==> config.mk <==
export PLATFORM = sky130hd
export DESIGN_NAME = regFile
export DESIGN_NICKNAME = d
export VERILOG_FILES = /design/src/rvPipePkg.sv /design/src/regFile.sv
export SDC_FILE = /design/constraint.sdc
export NUM_CORES = 2
export LEC_CHECK = 0
export BUFFER_PORTS_ARGS = -buffer_cell sky130_fd_sc_hd__buf_2
export CAP_MARGIN = 5
export CELL_PAD_IN_SITES_DETAIL_PLACEMENT = 1
export CELL_PAD_IN_SITES_GLOBAL_PLACEMENT = 2
export CORE_MARGIN = 3
export CORE_UTILIZATION = 30
export DETAILED_ROUTE_END_ITERATION = 12
export PLACE_DENSITY = 0.53
export SLEW_MARGIN = 20
export SYNTH_ARGS = -nofsm -noshare
export SYNTH_HDL_FRONTEND = slang
export SYNTH_SLANG_ARGS = --single-unit
==> constraint.sdc <==
create_clock -name clk -period 2.05 [get_ports clk]
set_input_delay 0.1025 -clock clk [delete_from_list [all_inputs] [get_ports clk]]
set_output_delay 0.1025 -clock clk [all_outputs]
set_load 0.01 [all_outputs]
==> src/rvPipePkg.sv <==
package rvPipePkg;

    typedef enum logic [2:0] {
        aluAdd,
        aluSub,
        aluAnd,
        aluOr,
        aluXor,
        aluSlt,
        aluPassB
    } aluOpE;

    typedef enum logic [1:0] {
        resAlu,
        resMem,
        resPc4
    } resultSrcE;

    typedef enum logic [1:0] {
        fwdReg,
        fwdMem,
        fwdWb
    } fwdSelE;

    typedef struct packed {
        logic      regWrite;
        logic      memWrite;
        logic      jump;
        logic      branch;
        logic      branchNe;
        logic      jalr;
        // aluSrcA selects pc, aluSrcB selects the immediate
        logic      aluSrcA;
        logic      aluSrcB;
        aluOpE     aluOp;
        resultSrcE resultSrc;
    } ctrlT;

    typedef struct packed {
        logic        valid;
        logic [31:0] instr;
        logic [31:0] pc;
        logic [31:0] pcPlus4;
    } ifIdT;

    typedef struct packed {
        logic        valid;
        ctrlT        ctrl;
        logic [31:0] rd1;
        logic [31:0] rd2;
        logic [31:0] imm;
        logic [4:0]  rs1;
        logic [4:0]  rs2;
        logic [4:0]  rd;
        logic [31:0] pc;
        logic [31:0] pcPlus4;
    } idExT;

    typedef struct packed {
        logic        valid;
        logic        regWrite;
        logic        memWrite;
        resultSrcE   resultSrc;
        logic [31:0] aluResult;
        logic [31:0] writeData;
        logic [4:0]  rd;
        logic [31:0] pcPlus4;
    } exMemT;

    typedef struct packed {
        logic        valid;
        logic        regWrite;
        resultSrcE   resultSrc;
        logic [31:0] aluResult;
        logic [31:0] readData;
        logic [4:0]  rd;
        logic [31:0] pcPlus4;
    } memWbT;

    typedef struct packed {
        logic        taken;
        logic [31:0] target;
    } redirectT;

    typedef struct packed {
        logic   stallF;
        logic   stallD;
        logic   flushD;
        logic   flushE;
        fwdSelE fwdA;
        fwdSelE fwdB;
    } hazardT;

    typedef struct packed {
        logic        we;
        logic [9:0]  addr;
        logic [31:0] data;
    } imemLoadT;

    typedef struct packed {
        logic        valid;
        logic [4:0]  rd;
        logic [31:0] data;
    } wbTraceT;

endpackage

==> src/regFile.sv <==
`timescale 1ns/100ps

module regFile (
    input  logic               clk,
    input  logic               arstN,
    input  logic [4:0]         rs1,
    input  logic [4:0]         rs2,
    input  rvPipePkg::wbTraceT wb,
    output logic [31:0]        rd1,
    output logic [31:0]        rd2,
    output logic [31:0]        a0
);

    logic [31:0] regs [31:1];

    // x0 reads zero, a same-cycle writeback is bypassed to the read port
    function automatic logic [31:0] readReg(input logic [4:0] idx);
        if (idx == 5'd0) begin
            return '0;
        end else if (wb.valid && wb.rd == idx) begin
            return wb.data;
        end
        return regs[idx];
    endfunction

    always_ff @(posedge clk or negedge arstN) begin
        if (!arstN) begin
            for (int i = 1; i < 32; i++) begin
                regs[i] <= '0;
            end
        end else if (wb.valid && wb.rd != 5'd0) begin
            regs[wb.rd] <= wb.data;
        end
    end

    assign rd1 = readReg(rs1);
    assign rd2 = readReg(rs2);
    assign a0  = regs[10];

endmodule

==> results.toml <==
[clock_network]
cts_buffers = 120
clkTransAtPathRegs_ps = 60
cts_tree = "done"
h-tree-depth = 3
cts.path.max_buffers = 3
clk_latency_ps = 730
cts-root-buf = "clkbuf_16"
cts.sinks = 992

[die]
pin_count = 146
die-area_mm2 = 0.189
core_mm2 = 0.182
die_h_um = 435
initial_core_util = 0.304
die_w_um = 435
fp-row-count = 156

[sta]
finalSetupTns_ps = -32510
finalSetupViolations = 64
period_minus_slack_ps = 2760
maxSlewViolCount = 0
fin_ws_ps = -707
slew_headroom = 0.454
final_hold_viol_count = 0
finClkSkew_ps = 0
worst_slew_pin_slew_ps = 820
period_share = 1.34
worst_hold_slack_ps = 112
rsz0062_at_grt = "yes"
fmaxAchievable_mhz = 363

[synthesis]
ys_ff_latch = 992
synth_fp_nets = 4203
ys_seq_area_frac = 0.449
netlist_area_mm2 = 0.0553
synth_cells = 4153
synth_top_flop_cell = "dfrtp_1"
yosysWarnings = 0
synth-async-reset-ratio = 1.00
synth-edff-count = 0
syn-mean-instance-area_um2 = 13.3
synth_cell_type_count = 59

[global_routing]
grt_first_pass_wirelength_um = 328000
grt_use_total = 0.236
grt_pass1_vias = 43100
grt_antenna_before_repair = 10
globalRouteOverflowTotal = 0
grt_max_degree = 110

[critical_path]
cp_max_fo = 2
start_kind = "flip-flop"
endpoint_kind = "output pin"
crit_required_ps = 1950
timing_worst_setup_path_type = "flip-flop to output pin"
cp.arrival_ps = 2650

[finish]
nets = 4854
area_delta_synth_final_pct = 29.9
finalNonFillerCells = 7358
drive_gt1_frac = 0.581
final_cell_mix = "mux2_2 (1027), dfrtp_1 (992), buf_4 (651), mux2i_1 (458), mux4_2 (221)"
final_common_cell = "mux2_2"

[pwr]
power.density_mw_per_mm2 = 914
p_leak_nw = 31.7
irDropWorstVdd_uv = 656

[detailed_routing]
wl_met1_um = 106000
met2RoutedLength_um = 106000
drtPass1Iterations = 5
wl_per_cell_um = 30.9
via_per_inst = 5.43
routed.top_layer = "met5"
ant_nets = 0
vias = 40000
routed_wl_um = 228000
drc_errors = 0
drt_iter0_markers = 2578
dr_wl_met3_um = 8080

[placed_design]
place.detailed.hpwl_um = 154000
place_congestion = 0.809
dp_cells = 7043
numPortBuffers = 145

[min_path]
hold_path_class = "primary input to flip-flop"

[run_status]
outcome = "finished, violations left"
violations = "negative setup slack"

[run]
max_cap_violations = 0
layer usage:
metal	up-vias	global-route usage
li1	17100	-
met1	21800	0.331
met2	830	0.382
met3	300	0.0269
met4	2	0.0729
met5	-	0
kinds of logic after synthesis:
logic type | synth area share
AOI/OAI and AO/OA | 0.0706
xor gates and xnor gates | 0.00158
buffers and inverters | 0.0483
DFF | 0.449
muxes | 0.391
and+or+nand+nor | 0.0398
critical path, cell delays in order, from the launching register on:
cell and delay [ps]:
dfrtp_1 390, mux4_2 490, nor2b_2 140, nor3_2 70, a311oi_4 350, buf_4 200, o41ai_4 90, buf_2 190
layout make-up:
type | count | area (um2)
Clock inverter | 32 | 378
Multi-Input combinational cell | 2691 | 30500
Fill cell | 18800 | 110000
Antenna cell | 8 | 20.0
Inverter | 1 | 3.75
Tap cell | 2449 | 3060
Sequential cell | 992 | 24800
Timing Repair Buffer | 998 | 9330
Clock buffer | 187 | 3680
state kept, by name, summed over array words and instances, names as in the netlist:
| signal | cells |
|---|---|
| a0 | 32 |
| regs | 960 |
metrics by stage:
stage               worst slack, ps   util  cell area (um2)  power, W
floorplan                       374      -            55300    0.0350
global route                   -778  0.395            71800    0.0688
global placement               -712  0.353            64200    0.0413
detailed placement             -729  0.353            64200    0.0417
CTS                            -755  0.389            70800    0.0657
finish                         -707  0.395            71800    0.0657
synth_stat cells (17+ instances only):
library cell | instances | area, um2
a221oi_1 | 36 | 315
buf_1 | 50 | 188
nor2b_1 | 55 | 344
o221ai_1 | 31 | 272
nand2_1 | 176 | 661
a211o_1 | 29 | 254
nand2b_1 | 20 | 125
a2111oi_0 | 31 | 272
buf_2 | 110 | 551
o21ai_1 | 29 | 145
mux4_2 | 212 | 4770
o22ai_1 | 158 | 988
buf_6 | 40 | 450
mux2i_1 | 475 | 4750
mux2_1 | 17 | 191
nor2_1 | 67 | 251
o21ai_0 | 20 | 100
dfrtp_1 | 992 | 24800
o41ai_2 | 32 | 521
clkbuf_1 | 184 | 691
a211oi_1 | 27 | 203
nor3_1 | 121 | 606
a221oi_2 | 27 | 405
mux2_2 | 1031 | 11600
buf_4 | 72 | 541
report_power, final:
| part | switching [W] | internal [W] |
|---|---|---|
| Clock | 0.00905 | 0.0132 |
| Sequential | 0.00286 | 0.0234 |
| Combinational | 0.00768 | 0.00941 |
| Total | 0.0196 | 0.0461 |
timing repair:
item                                     CTS  global route
endpoints found under the hold margin   1370             0
gates resized for setup                  374           177
pin swaps                                191           115
endpoints found under the setup margin    64            64
buffers inserted                          64            25
hold buffers                              29             0
path summary, 6_finish.rpt:
kind                            from         to  slack [ps]  cells past startpoint
min in group asynchronous      arstN  regs[739]         180                      3
hold / removal                wb[13]  regs[493]         110                      2
setup reg to reg              a0[25]     a0[25]         990                      3
setup / recovery           regs[220]    rd2[28]        -710                      7
max in group asynchronous      arstN  regs[872]        1100                      3
hold reg to reg            regs[357]  regs[357]         510                      1
No activity file was read; power rests on OpenSTA's default activity.
