File: src/rvPipePkg.sv
package rvPipePkg;

    typedef enum logic [2:0] {
        aluAdd,
        aluSub,
        aluAnd,
        aluOr,
        aluXor,
        aluSlt,
        aluPassB
    } aluOpE;

    typedef enum logic [1:0] {
        resAlu,
        resMem,
        resPc4
    } resultSrcE;

    typedef enum logic [1:0] {
        fwdReg,
        fwdMem,
        fwdWb
    } fwdSelE;

    typedef struct packed {
        logic      regWrite;
        logic      memWrite;
        logic      jump;
        logic      branch;
        logic      branchNe;
        logic      jalr;
        // aluSrcA selects pc, aluSrcB selects the immediate
        logic      aluSrcA;
        logic      aluSrcB;
        aluOpE     aluOp;
        resultSrcE resultSrc;
    } ctrlT;

    typedef struct packed {
        logic        valid;
        logic [31:0] instr;
        logic [31:0] pc;
        logic [31:0] pcPlus4;
    } ifIdT;

    typedef struct packed {
        logic        valid;
        ctrlT        ctrl;
        logic [31:0] rd1;
        logic [31:0] rd2;
        logic [31:0] imm;
        logic [4:0]  rs1;
        logic [4:0]  rs2;
        logic [4:0]  rd;
        logic [31:0] pc;
        logic [31:0] pcPlus4;
    } idExT;

    typedef struct packed {
        logic        valid;
        logic        regWrite;
        logic        memWrite;
        resultSrcE   resultSrc;
        logic [31:0] aluResult;
        logic [31:0] writeData;
        logic [4:0]  rd;
        logic [31:0] pcPlus4;
    } exMemT;

    typedef struct packed {
        logic        valid;
        logic        regWrite;
        resultSrcE   resultSrc;
        logic [31:0] aluResult;
        logic [31:0] readData;
        logic [4:0]  rd;
        logic [31:0] pcPlus4;
    } memWbT;

    typedef struct packed {
        logic        taken;
        logic [31:0] target;
    } redirectT;

    typedef struct packed {
        logic   stallF;
        logic   stallD;
        logic   flushD;
        logic   flushE;
        fwdSelE fwdA;
        fwdSelE fwdB;
    } hazardT;

    typedef struct packed {
        logic        we;
        logic [9:0]  addr;
        logic [31:0] data;
    } imemLoadT;

    typedef struct packed {
        logic        valid;
        logic [4:0]  rd;
        logic [31:0] data;
    } wbTraceT;

endpackage

File: src/executeUnit.sv
`timescale 1ns/100ps

module executeUnit (
    input  logic                clk,
    input  logic                arstN,
    input  rvPipePkg::idExT     idEx,
    input  rvPipePkg::hazardT   hazard,
    input  logic [31:0]         memFwd,
    input  logic [31:0]         wbFwd,
    output rvPipePkg::exMemT    exMem,
    output rvPipePkg::redirectT redirect
);

    logic [31:0] srcA;
    logic [31:0] srcB;
    logic [31:0] aluA;
    logic [31:0] aluB;
    logic [31:0] aluResult;
    logic [31:0] jalrSum;
    logic        equal;
    logic        branchTaken;

    function automatic logic [31:0] pickFwd(input rvPipePkg::fwdSelE sel,
                                            input logic [31:0] regVal);
        case (sel)
            rvPipePkg::fwdMem: return memFwd;
            rvPipePkg::fwdWb:  return wbFwd;
            default:           return regVal;
        endcase
    endfunction

    assign srcA = pickFwd(hazard.fwdA, idEx.rd1);
    assign srcB = pickFwd(hazard.fwdB, idEx.rd2);
    assign aluA = idEx.ctrl.aluSrcA ? idEx.pc : srcA;
    assign aluB = idEx.ctrl.aluSrcB ? idEx.imm : srcB;

    always_comb begin
        case (idEx.ctrl.aluOp)
            rvPipePkg::aluSub:   aluResult = aluA - aluB;
            rvPipePkg::aluAnd:   aluResult = aluA & aluB;
            rvPipePkg::aluOr:    aluResult = aluA | aluB;
            rvPipePkg::aluXor:   aluResult = aluA ^ aluB;
            rvPipePkg::aluSlt:   aluResult = {31'b0, $signed(aluA) < $signed(aluB)};
            rvPipePkg::aluPassB: aluResult = aluB;
            default:             aluResult = aluA + aluB;
        endcase
    end

    // branch compare uses forwarded registers directly
    assign equal       = (srcA == srcB);
    assign branchTaken = idEx.ctrl.branch && (idEx.ctrl.branchNe ? !equal : equal);
    assign jalrSum     = srcA + idEx.imm;

    assign redirect.taken  = idEx.valid && (idEx.ctrl.jump || branchTaken);
    assign redirect.target = idEx.ctrl.jalr ? {jalrSum[31:1], 1'b0} : idEx.pc + idEx.imm;

    always_ff @(posedge clk or negedge arstN) begin
        if (!arstN) begin
            exMem <= '0;
        end else begin
            exMem.valid     <= idEx.valid;
            exMem.regWrite  <= idEx.valid && idEx.ctrl.regWrite;
            exMem.memWrite  <= idEx.valid && idEx.ctrl.memWrite;
            exMem.resultSrc <= idEx.ctrl.resultSrc;
            exMem.aluResult <= aluResult;
            exMem.writeData <= srcB;
            exMem.rd        <= idEx.rd;
            exMem.pcPlus4   <= idEx.pcPlus4;
        end
    end

endmodule

File: config.mk
export PLATFORM = sky130hd
export DESIGN_NAME = executeUnit
export DESIGN_NICKNAME = d
export VERILOG_FILES = /design/src/rvPipePkg.sv /design/src/executeUnit.sv
export SDC_FILE = /design/constraint.sdc
export NUM_CORES = 1
export LEC_CHECK = 0
export BUFFER_PORTS_ARGS = -buffer_cell sky130_fd_sc_hd__buf_2
export CAP_MARGIN = 30
export CORE_MARGIN = 2
export CORE_UTILIZATION = 54
export CTS_CLUSTER_SIZE = 25
export DETAILED_ROUTE_END_ITERATION = 7
export GPL_ROUTABILITY_DRIVEN = 0
export GPL_TIMING_DRIVEN = 0
export PLACE_DENSITY = 0.82
export SLEW_MARGIN = 10
export SYNTH_ARGS = -nofsm -noshare
export SYNTH_HDL_FRONTEND = slang
export SYNTH_SLANG_ARGS = --single-unit
File: constraint.sdc
create_clock -name clk -period 17.6 [get_ports clk]
set_input_delay 3.52 -clock clk [delete_from_list [all_inputs] [get_ports clk]]
set_output_delay 3.52 -clock clk [all_outputs]
set_load 0.005 [all_outputs]
==> results.json <==
{
  "ys_seq_area_share_pct": 18.84,
  "ios": 402,
  "ctsResizeCount": 0,
  "post_drt_via_cell_ratio": 6.614,
  "tightestPinTransition_ns": 1.044,
  "area_delta_synth_final_pct": 19.15,
  "crit_path_max_fanout": 10,
  "cp-startpoint": "hazard[2]",
  "crit_path_end": "redirect[31]",
  "rsz0062_at_grt": "no",
  "h-tree-depth": 3,
  "status": "complete, but fails checks",
  "dp_hpwl_mm": 49.66,
  "yosys-top-cells-count": "a21oi_1, nor2_1, inv_1",
  "synth-edff-count": 0,
  "drc_errors": 34,
  "period_share_pct": 67.03,
  "holdWs_ns": 3.027,
  "synth_ff_type": "dfrtp_1",
  "vias": 17772,
  "grt_pass1_vias": 16462,
  "ir_drop_mv": 0.05283,
  "post_route_cells_drive_above_1_share_pct": 18.92,
  "drtIter0Drc": 2892,
  "antenna_found_initial": 1,
  "port_buffers": 384,
  "place_area_mm2": 0.01646,
  "synth.area.top_cells": "dfrtp_1, ha_1, a21oi_1",
  "largest_register_ff_count": 106,
  "synth_cells": 1951,
  "ys_warn_count": 0,
  "failed_checks": "DRC",
  "relSlewSlack_pct": 30.43,
  "synthesis.area_mm2": 0.01408,
  "cts_tree": "done",
  "fin_ws_ns": 5.802,
  "post_synth_num_cell_types": 89,
  "grt_usage_pct": 43.46,
  "required_ns": 14.08,
  "fmax_mhz": 84.76,
  "post_drt_wl_per_cell_um": 22.86,
  "synthArstFlopShare_pct": 100.0,
  "yosysMostFrequentCell": "a21oi_1",
  "post-synth-top-area-fraction_pct": 18.84,
  "start_kind": "input pin",
  "max_cap_violations": 0,
  "hold_viol": 0,
  "nets": 2775,
  "setup_viol": 0,
  "drt_first_pass_iters": 8,
  "crit_path_end_kind": "primary output",
  "dp_worst_setup_slack_ns": 6.087,
  "clk_pin_slew_ns": 0.09,
  "syn_area_per_cell_um2": 7.218,
  "cts_max_path_buffers": 2,
  "diodes": 0,
  "pwr_density_cell_mw_per_mm2": 73.58,
  "cp.arrival_ns": 8.28,
  "grt_pass1_wl_mm": 90.46,
  "finalCriticalPeriod_ns": 11.80,
  "cts_root_buf": "clkbuf_16",
  "die_x_um": 165.5,
  "dieArea_mm2": 0.02739,
  "row_count": 59,
  "fin_util_pct": 64.94,
  "p_leak_nw": 8.379,
  "drv_slew": 0,
  "start_util_pct": 54.50,
  "layout.cells.non_filler": 2687,
  "cts_hold_buf": 0,
  "grt_max_degree": 73,
  "post-cts-setup-buffers": 0,
  "top_register": "exMem",
  "reg_top3": "exMem (106)",
  "detail-route-antenna-nets": 0,
  "ys_seq_elements": 106,
  "core_area_mm2": 0.02584,
  "clock-sinks": 106,
  "syn_nets": 2379,
  "fin_area_mm2": 0.01678,
  "placed_cells": 2671,
  "tns_ns": 0,
  "die_y_um": 165.5,
  "cts_inserted_buffers": 9,
  "synth_top_cell_by_area": "dfrtp_1",
  "overflow": 0,
  "hold_path.class": "in -> async",
  "path_class": "in -> out",
  "totalWireLength_mm": 61.42,
  "p_total_mw": 1.235
}
worst min-delay path by stage:
stage | end | start | depth (start not counted)
floorplan | exMem[0]$_DFF_PN0_ | arstN | 0
global route | exMem[25]$_DFF_PN0_ | arstN | 1
detailed placement | exMem[30]$_DFF_PN0_ | arstN | 1
CTS | exMem[25]$_DFF_PN0_ | arstN | 1
global placement | exMem[4]$_DFF_PN0_ | idEx[4] | 1
finish | exMem[25]$_DFF_PN0_ | arstN | 1
cells in the final DEF, fill, tap and decap left out, types with 8 or more instances in the layout:
cell type / Yosys / final
a211o_1: 8 / 8
a211oi_1: 22 / 22
a21o_1: 38 / 38
a21oi_1: 219 / 219
a221o_1: 18 / 18
a221oi_1: 15 / 15
a22oi_1: 75 / 75
a31oi_1: 9 / 9
buf_1: 17 / 17
buf_2: 8 / 391
clkbuf_1: 77 / 77
clkbuf_16: 0 / 9
dfrtp_1: 106 / 106
ha_1: 161 / 161
inv_1: 189 / 189
nand2_1: 156 / 156
nand2b_1: 19 / 19
nand3_1: 25 / 25
nand4_1: 15 / 15
nor2_1: 194 / 194
nor2b_1: 15 / 15
nor3_1: 30 / 30
nor4_1: 11 / 11
o211ai_1: 11 / 11
o21a_1: 19 / 19
o21ai_0: 182 / 182
o21ai_1: 8 / 8
o21bai_1: 31 / 31
o221ai_1: 12 / 12
o22ai_1: 18 / 18
o31ai_1: 12 / 12
or3_1: 15 / 15
xnor2_1: 78 / 78
xor2_1: 20 / 20
where the power goes:
group	switching [mW]	leakage [nW]	internal [mW]	total, mW
Sequential	0.00724	1.28	0.273	0.280
Combinational	0.465	6.94	0.273	0.738
Clock	0.112	0.156	0.104	0.216
cell type report:
type                            instances  area [um^2]
Fill cell                            2414         9059
Sequential cell                       106         2653
Clock buffer                            9        225.2
Timing Repair Buffer                  385         1956
Tap cell                              335        419.2
Inverter                              193        724.4
Buffer                                103        404.1
Multi-Input combinational cell       1549        10300
Clock inverter                          7        96.34
worst max-delay path, stage by stage:
cell and delay [ns]:
buf_2 0.09, inv_1 0.04, ha_1 0.26, buf_2 0.22, buf_1 0.70, nor2_1 0.11
a21oi_1 0.45, inv_1 0.09, ha_1 0.36, and3_1 0.23, and3_1 0.19, o311a_1 0.36
nor4_1 0.38, o31a_1 0.31, o21ai_1 0.12, and4_1 0.21, nor3_1 0.33, xnor2_1 0.17
buf_2 0.13
kinds of logic (layout without fill, tap and decap cells):
family                     Yosys count  in the layout  share of synthesized area [%]
AOI/OAI and AO/OA                  766            766                          35.34
DFF                                106            106                          18.84
xor gates and xnor gates            98             98                          6.095
adders and majority gates          165            165                          14.87
and+or+nand+nor                    514            514                          16.40
muxes                                6              6                         0.4354
buffers and inverters              296            697                          8.014
metal layers:
layer	up-vias	global-route usage [%]	part of all wire, %
li1	7774	-	-
met1	7945	52.15	34
met2	1645	65.71	41
met3	406	14.41	16
met4	2	29.78	8.5
met5	-	0	0.018
Note: power is estimated with default switching activity, not from simulation.
