<file path="src/rvPipePkg.sv">
package rvPipePkg;

    typedef enum logic [2:0] {
        aluAdd,
        aluSub,
        aluAnd,
        aluOr,
        aluXor,
        aluSlt,
        aluPassB
    } aluOpE;

    typedef enum logic [1:0] {
        resAlu,
        resMem,
        resPc4
    } resultSrcE;

    typedef enum logic [1:0] {
        fwdReg,
        fwdMem,
        fwdWb
    } fwdSelE;

    typedef struct packed {
        logic      regWrite;
        logic      memWrite;
        logic      jump;
        logic      branch;
        logic      branchNe;
        logic      jalr;
        // aluSrcA selects pc, aluSrcB selects the immediate
        logic      aluSrcA;
        logic      aluSrcB;
        aluOpE     aluOp;
        resultSrcE resultSrc;
    } ctrlT;

    typedef struct packed {
        logic        valid;
        logic [31:0] instr;
        logic [31:0] pc;
        logic [31:0] pcPlus4;
    } ifIdT;

    typedef struct packed {
        logic        valid;
        ctrlT        ctrl;
        logic [31:0] rd1;
        logic [31:0] rd2;
        logic [31:0] imm;
        logic [4:0]  rs1;
        logic [4:0]  rs2;
        logic [4:0]  rd;
        logic [31:0] pc;
        logic [31:0] pcPlus4;
    } idExT;

    typedef struct packed {
        logic        valid;
        logic        regWrite;
        logic        memWrite;
        resultSrcE   resultSrc;
        logic [31:0] aluResult;
        logic [31:0] writeData;
        logic [4:0]  rd;
        logic [31:0] pcPlus4;
    } exMemT;

    typedef struct packed {
        logic        valid;
        logic        regWrite;
        resultSrcE   resultSrc;
        logic [31:0] aluResult;
        logic [31:0] readData;
        logic [4:0]  rd;
        logic [31:0] pcPlus4;
    } memWbT;

    typedef struct packed {
        logic        taken;
        logic [31:0] target;
    } redirectT;

    typedef struct packed {
        logic   stallF;
        logic   stallD;
        logic   flushD;
        logic   flushE;
        fwdSelE fwdA;
        fwdSelE fwdB;
    } hazardT;

    typedef struct packed {
        logic        we;
        logic [9:0]  addr;
        logic [31:0] data;
    } imemLoadT;

    typedef struct packed {
        logic        valid;
        logic [4:0]  rd;
        logic [31:0] data;
    } wbTraceT;

endpackage

</file>
<file path="src/hazardUnit.sv">
`timescale 1ns/100ps

module hazardUnit (
    input  rvPipePkg::idExT     idEx,
    input  logic [4:0]          rs1,
    input  logic [4:0]          rs2,
    input  logic [4:0]          exRd,
    input  logic                exRegWrite,
    input  logic [4:0]          wbRd,
    input  logic                wbRegWrite,
    input  rvPipePkg::redirectT redirect,
    output rvPipePkg::hazardT   hazard
);

    logic loadUse;

    // memory stage is younger, so it wins over writeback
    function automatic rvPipePkg::fwdSelE fwdFor(input logic [4:0] rs);
        if (exRegWrite && exRd != 5'd0 && exRd == rs) begin
            return rvPipePkg::fwdMem;
        end else if (wbRegWrite && wbRd != 5'd0 && wbRd == rs) begin
            return rvPipePkg::fwdWb;
        end
        return rvPipePkg::fwdReg;
    endfunction

    assign loadUse = idEx.valid && idEx.ctrl.regWrite
                     && (idEx.ctrl.resultSrc == rvPipePkg::resMem)
                     && (idEx.rd != 5'd0) && (idEx.rd == rs1 || idEx.rd == rs2);

    always_comb begin
        hazard.fwdA   = fwdFor(idEx.rs1);
        hazard.fwdB   = fwdFor(idEx.rs2);
        hazard.stallF = loadUse;
        hazard.stallD = loadUse;
        // taken branch or jump kills the two younger instructions
        hazard.flushD = redirect.taken;
        hazard.flushE = redirect.taken || loadUse;
    end

endmodule

</file>
<file path="config.mk">
export PLATFORM = sky130hd
export DESIGN_NAME = hazardUnit
export DESIGN_NICKNAME = d
export VERILOG_FILES = /design/src/rvPipePkg.sv /design/src/hazardUnit.sv
export SDC_FILE = /design/constraint.sdc
export NUM_CORES = 1
export LEC_CHECK = 0
export ABC_AREA = 1
export BUFFER_PORTS_ARGS = -buffer_cell sky130_fd_sc_hd__buf_2
export CAP_MARGIN = 20
export CORE_AREA = 2 2 97 99
export DETAILED_ROUTE_END_ITERATION = 10
export DIE_AREA = 0 0 99 101
export GPL_ROUTABILITY_DRIVEN = 0
export SLEW_MARGIN = 20
export SYNTH_ARGS = -nofsm -noshare
export SYNTH_HDL_FRONTEND = slang
export SYNTH_SLANG_ARGS = --single-unit
export TNS_END_PERCENT = 30
</file>
<file path="constraint.sdc">
create_clock -name vclk -period 1.55
set_input_delay 0.2325 -clock vclk [all_inputs]
set_output_delay 0.2325 -clock vclk [all_outputs]
set_load 0.03 [all_outputs]
</file>
==> impl_metrics.tcl, run 1 <==
set metrics [dict create \
    cpMaxStageDelayCell "buf_2" \
    post-route-util_pct 10.2 \
    vdd_drop_max_mv 0.0719 \
    ys_warn_count 0 \
    num_io_pins 252 \
    wl_per_cell_um 8.50 \
    p_leak_nw 0.506 \
    cpPeakStageDelay_ns 0.18 \
    switching_share_pct 51.6 \
    hold_class "in2out" \
    status "finished clean" \
    antenna_found_initial 6 \
    p_seq_share_pct 0 \
    muxShareOfSynthArea_pct 0 \
    hold_viol 0 \
    cp_max_fo 3 \
    seq_area_frac_synth_pct 0 \
    final_cells 265 \
    syn2layout_area_growth_pct 68.6 \
    path_cells "buf_2, inv_1, nand2_1, nand2_1, nor2_1, nand3_1, nand2_1, nand2_1, inv_1, buf_2" \
    synth.area.top_cells "xnor2_1 (31%), nand2_1 (23%), inv_1 (12%)" \
    grt_pass1_wl_um 3550 \
    p_clk_share_pct 0 \
    clkbuf_count 0 \
    synth_nets 348 \
    drv_cap 0 \
    synth_top_family_by_area "simple AND/OR/NAND/NOR gates" \
    p_sw_mw 0.107 \
    holdPathStages 2 \
    portBuffers 50 \
    synth_xor_area_share_pct 35.3 \
    drt_first_iter_violations 21 \
    start_kind "input pin" \
    rows 35 \
    grt_usage_pct 4.47 \
    tightest_slew_ns 0.199 \
    cp.required_ns 1.32 \
    worst-setup-path-type "in2out" \
    nFillCells 1043 \
    seq_cell_count 0 \
    synth-simple-area-share_pct 48.2 \
    synth.distinct_cells 13 \
    yosys.area.top_type_share_pct 30.5 \
    netlist_area_um2 546 \
    min_period_ns 1.35 \
    synth_top_cell_by_area "xnor2_1" \
    dp.cells 262 \
    vias_per_cell 2.96 \
    fp.dieArea_mm2 0.0100 \
    layout_common_cells "buf_2 (50), nand2_1 (34), xnor2_1 (19)" \
    coreArea_mm2 0.00898 \
    first_pass_iters 4 \
    whs_ns 0.740 \
    chipWidth_um 99 \
    slew_headroom_pct 86.6 \
    postSynthCellCount 104 \
    syn_avg_cell_area_um2 5.25 \
    yosys.area_share.adder_pct 0 \
    start_util_pct 6.08 \
    grt.overflow.total 0 \
    cpMostUsedCell "nand2_1" \
    critPathArrivalTime_ns 1.11 \
    wl_um 2250 \
    drc_errors 0 \
    grt_max_degree 6 \
    grt_setup_unrepaired "no" \
    endpoint_kind "output port" \
    slew_viol_final 0 \
    post_cts_resized 0 \
    num_vias 784 \
    drive_gt1_share_pct 35.1 \
    grt_pass1_vias 777 \
    die_h_um 101 \
    fmax_ghz 0.743 \
    finalSetupViolCount 0 \
    fin_crit_sh_pct 86.8 \
    synth-compound-area-share_pct 0 \
    p_per_area_mw_per_mm2 226 \
    final_common_cell "buf_2" \
    ff_latch_area_um2 0 \
    multiInputGateArea_um2 455 \
    post_cts_buffers 0 \
    internal_power_mw 0.101 \
    layout.nets 397 \
    hpwl_um 2130 \
    hold_buffers 0 \
    fin_setup_tns_ns 0 \
    comb_power_share_pct 100.0 \
    detail-route-antenna-nets 0 \
]
==> cell usage after synthesis <==
master	instances
nand3b_1	1
nand3_1	4
and3_1	1
xnor2_1	19
nand4_1	2
xor2_1	3
nor2_1	14
inv_1	18
nor3_2	2
nand2_2	1
buf_4	3
nor3_1	2
nand2_1	34
==> path summary, 6_finish.rpt <==
path	from	to
worst max-delay path	idEx[66]	hazard[7]
worst min-delay path	redirect[32]	hazard[5]
==> per-stage QoR <==
stage               setup slack (ns)  total power [mW]  area (µm²)
finish                         0.204             0.208         920
global route                  0.0903             0.236         912
CTS                            0.213             0.210         912
detailed placement             0.215             0.209         912
global placement               0.247             0.203         912
floorplan                      0.119             0.111         546
==> routing by layer <==
layer / up-vias / global-route usage, % / share of wire [%]
met5: - / 0 / 1.9
met4: 6 / 0 / 0.13
met3: 6 / 3.54 / 20
met2: 47 / 8.32 / 44
met1: 320 / 4.09 / 34
li1: 405 / - / -
==> worst max-delay path: cells and delay by family <==
family / cells / cell delay (ns)
buf+inv: 4 / 0.40
simple gates: 6 / 0.46
==> kinds of logic (layout without fill, tap and decap cells) <==
logic type / after synthesis / in the layout
simple gates: 61 / 61
other cells: 0 / 3
xor+xnor: 22 / 22
buf+inv: 21 / 68
==> power groups by stage <==
stage | clock network [mW] | registers, mW | logic [mW]
after CTS | 0 | 0 | 0.210
final | 0.000000259 | 0 | 0.208
after floorplan | 0 | 0 | 0.111
after global placement | 0 | 0 | 0.203
after detailed placement | 0 | 0 | 0.209
after global routing | 0 | 0 | 0.236
==> final cells by class <==
| type | count | area share (%) |
|---|---|---|
| multi-input cells | 83 | 49.5 |
| repair buffers | 50 | 27.2 |
| well taps | 111 | 15.1 |
| inverters | 18 | 7.35 |
| diodes | 3 | 0.816 |
Note: power is estimated with default switching activity, not from simulation.
==> run 2, diff against run 1 <==
--- a/config.mk
+++ b/config.mk
@@ -5,7 +5,6 @@
 export SDC_FILE = /design/constraint.sdc
 export NUM_CORES = 1
 export LEC_CHECK = 0
-export ABC_AREA = 1
 export BUFFER_PORTS_ARGS = -buffer_cell sky130_fd_sc_hd__buf_2
 export CAP_MARGIN = 20
 export CORE_AREA = 2 2 97 99
==> run 2 against run 1 <==
  * The run now ends with negative setup slack left
  * Total power increased by 24%
  * First-iteration DRC count decreased by 95%
  * Non-clock buffer count increased by 16
  * Synthesized area decreased by 20%
  * Die area unchanged
  * Final area increased by 16%
  * Critical path type unchanged
  * Critical endpoint is now hazard[1]
  * Largest power group unchanged
==> impl_metrics.tcl, run 2 <==
set metrics [dict create \
    hold_viol 0 \
    synth_nets 300 \
    ys_warn_count 0 \
    fmax_ghz 0.558 \
    cpPeakStageDelay_ns 0.55 \
    drv_cap 0 \
    grt_usage_pct 3.84 \
    hpwl_um 1930 \
    critPathArrivalTime_ns 1.56 \
    synth.distinct_cells 15 \
    portBuffers 50 \
    nFillCells 1010 \
    die_h_um 101 \
    yosys.area.top_type_share_pct 48.0 \
    postSynthCellCount 56 \
    fin_setup_tns_ns -0.511 \
    drc_errors 0 \
    num_io_pins 252 \
    chipWidth_um 99 \
    p_per_area_mw_per_mm2 240 \
    synth_top_cell_by_area "xor2_1" \
    syn_avg_cell_area_um2 7.82 \
    slew_headroom_pct 78.3 \
    synthTopCellsByCount "xor2_1 (24), xnor2_1 (6), or4_1 (5)" \
    worst-setup-path-type "in2out" \
    cpMaxStageDelayCell "or4_4" \
    synth.area.top_cells "xor2_1 (48%), xnor2_1 (12%), or4_1 (8.6%)" \
    wl_um 2150 \
    clkbuf_count 0 \
    seq_area_frac_synth_pct 0 \
    cp.required_ns 1.32 \
    tightest_slew_ns 0.323 \
    slew_viol_final 0 \
    coreArea_mm2 0.00898 \
    start_kind "input pin" \
    detail-route-antenna-nets 0 \
    syn2layout_area_growth_pct 145 \
    multiInputGateArea_um2 533 \
    layout_common_cells "buf_2 (44), xor2_1 (24), buf_4 (20)" \
    holdPathEnd "hazard[5]" \
    first_pass_iters 4 \
    min_from "redirect[32]" \
    drt_first_iter_violations 1 \
    fp.dieArea_mm2 0.0100 \
    start_util_pct 4.88 \
    vias_per_cell 2.77 \
    ff_latch_area_um2 0 \
    num_vias 640 \
    rows 35 \
    path_cells "buf_2, or4_1, o21ai_1, or4_4, nor4_4, buf_4" \
    p_leak_nw 0.463 \
    yosysMostFrequentCell "xor2_1" \
    status "complete, but fails checks" \
    vdd_drop_max_mv 0.0519 \
    grt_max_degree 4 \
    netlist_area_um2 438 \
    layout.nets 365 \
    grt_pass1_vias 617 \
    cp_max_fo 3 \
    hold_class "in2out" \
    holdPathStages 2 \
    fin_crit_sh_pct 116 \
    endpoint_kind "output port" \
    violations "negative setup slack" \
    wl_per_cell_um 9.30 \
    worst_slack_ns -0.243 \
    finalSetupViolCount 4 \
    drive_gt1_share_pct 70.6 \
    grt.overflow.total 0 \
    grt_pass1_wl_um 2990 \
    min_period_ns 1.79 \
    antenna_found_initial 1 \
    seq_cell_count 0 \
    final_common_cell "buf_2" \
    grt_setup_unrepaired "yes" \
    post-route-util_pct 11.9 \
]
run 2: cell count changes after synthesis, moves of 2 or more:
cell     previous run  this run
inv_1              18         1
nor2_1             14         3
nand2_1            34         0
nand3_1             4         2
nor3_2              2         0
nor4_1              0         2
or4_1               0         5
nand4_1             2         0
nor4_2              0         2
xnor2_1            19         6
xor2_1              3        24
run 2: worst max-delay path: cells and delay by family:
| kind | cells | cell delay, ns |
|---|---|---|
| and+or+nand+nor | 3 | 0.94 |
| buffers and inverters | 2 | 0.31 |
| AOI/OAI and AO/OA | 1 | 0.07 |
run 2: logic make-up (layout without fill, tap and decap cells):
family	Yosys count	after routing	share of synthesized area (%)
AOI/OAI and AO/OA	4	4	6.57
buffers and inverters	4	67	6.00
xor gates and xnor gates	30	30	60.0
other	0	1	0
and+or+nand+nor	18	18	27.4
run 2: what timing repair did:
action                                  in CTS  in global routing
pin swaps                                    3                  0
hold buffers                                 0                  0
resized for setup                           20                  2
buffers inserted                             0                  0
endpoints found under the setup margin       7                  7
run 2: how the worst max path moves through the flow:
stage | startpoint | end | slack, ns | cells after the start
after floorplan | wbRd[2] | hazard[1] | -0.12 | 4
after global placement | wbRd[4] | hazard[3] | -0.26 | 6
after detailed placement | wbRd[4] | hazard[3] | -0.29 | 6
after CTS | wbRd[4] | hazard[3] | -0.24 | 6
after global routing | wbRd[4] | hazard[1] | -0.31 | 6
final | wbRd[4] | hazard[1] | -0.24 | 6
run 2: cell type report:
| type | instances | share of cell area [%] |
|---|---|---|
| Antenna cell | 1 | 0.234 |
| Multi-Input combinational cell | 52 | 49.8 |
| Timing Repair Buffer | 66 | 36.7 |
| Inverter | 1 | 0.350 |
| Tap cell | 111 | 13.0 |
run 2: power breakdown:
group | switching [mW] | internal (mW)
Sequential | 0 | 0
Combinational | 0.127 | 0.130
Clock | 0 | 0.0000000862
Total | 0.127 | 0.130
run 2: metrics by stage:
step           setup WS, ns  instances  instance area, µm²  total power [mW]  hold WS, ns
2_1_floorplan        -0.125         56                 473            0.0953        0.597
3_3_place_gp         -0.264        230                 960             0.221        0.738
3_5_place_dp         -0.291        230                 960             0.225        0.742
5_1_grt              -0.312        230                1070             0.278        0.744
4_1_cts              -0.236        230                1060             0.259        0.742
6_report             -0.243        231                1070             0.257        0.737
run 2: layer usage:
| metal | global-route usage, % | wire [µm] |
|---|---|---|
| met5 | 0 | 0 |
| met4 | 0 | 0 |
| met3 | 1.04 | 197 |
| met2 | 6.03 | 950 |
| met1 | 5.59 | 1000 |
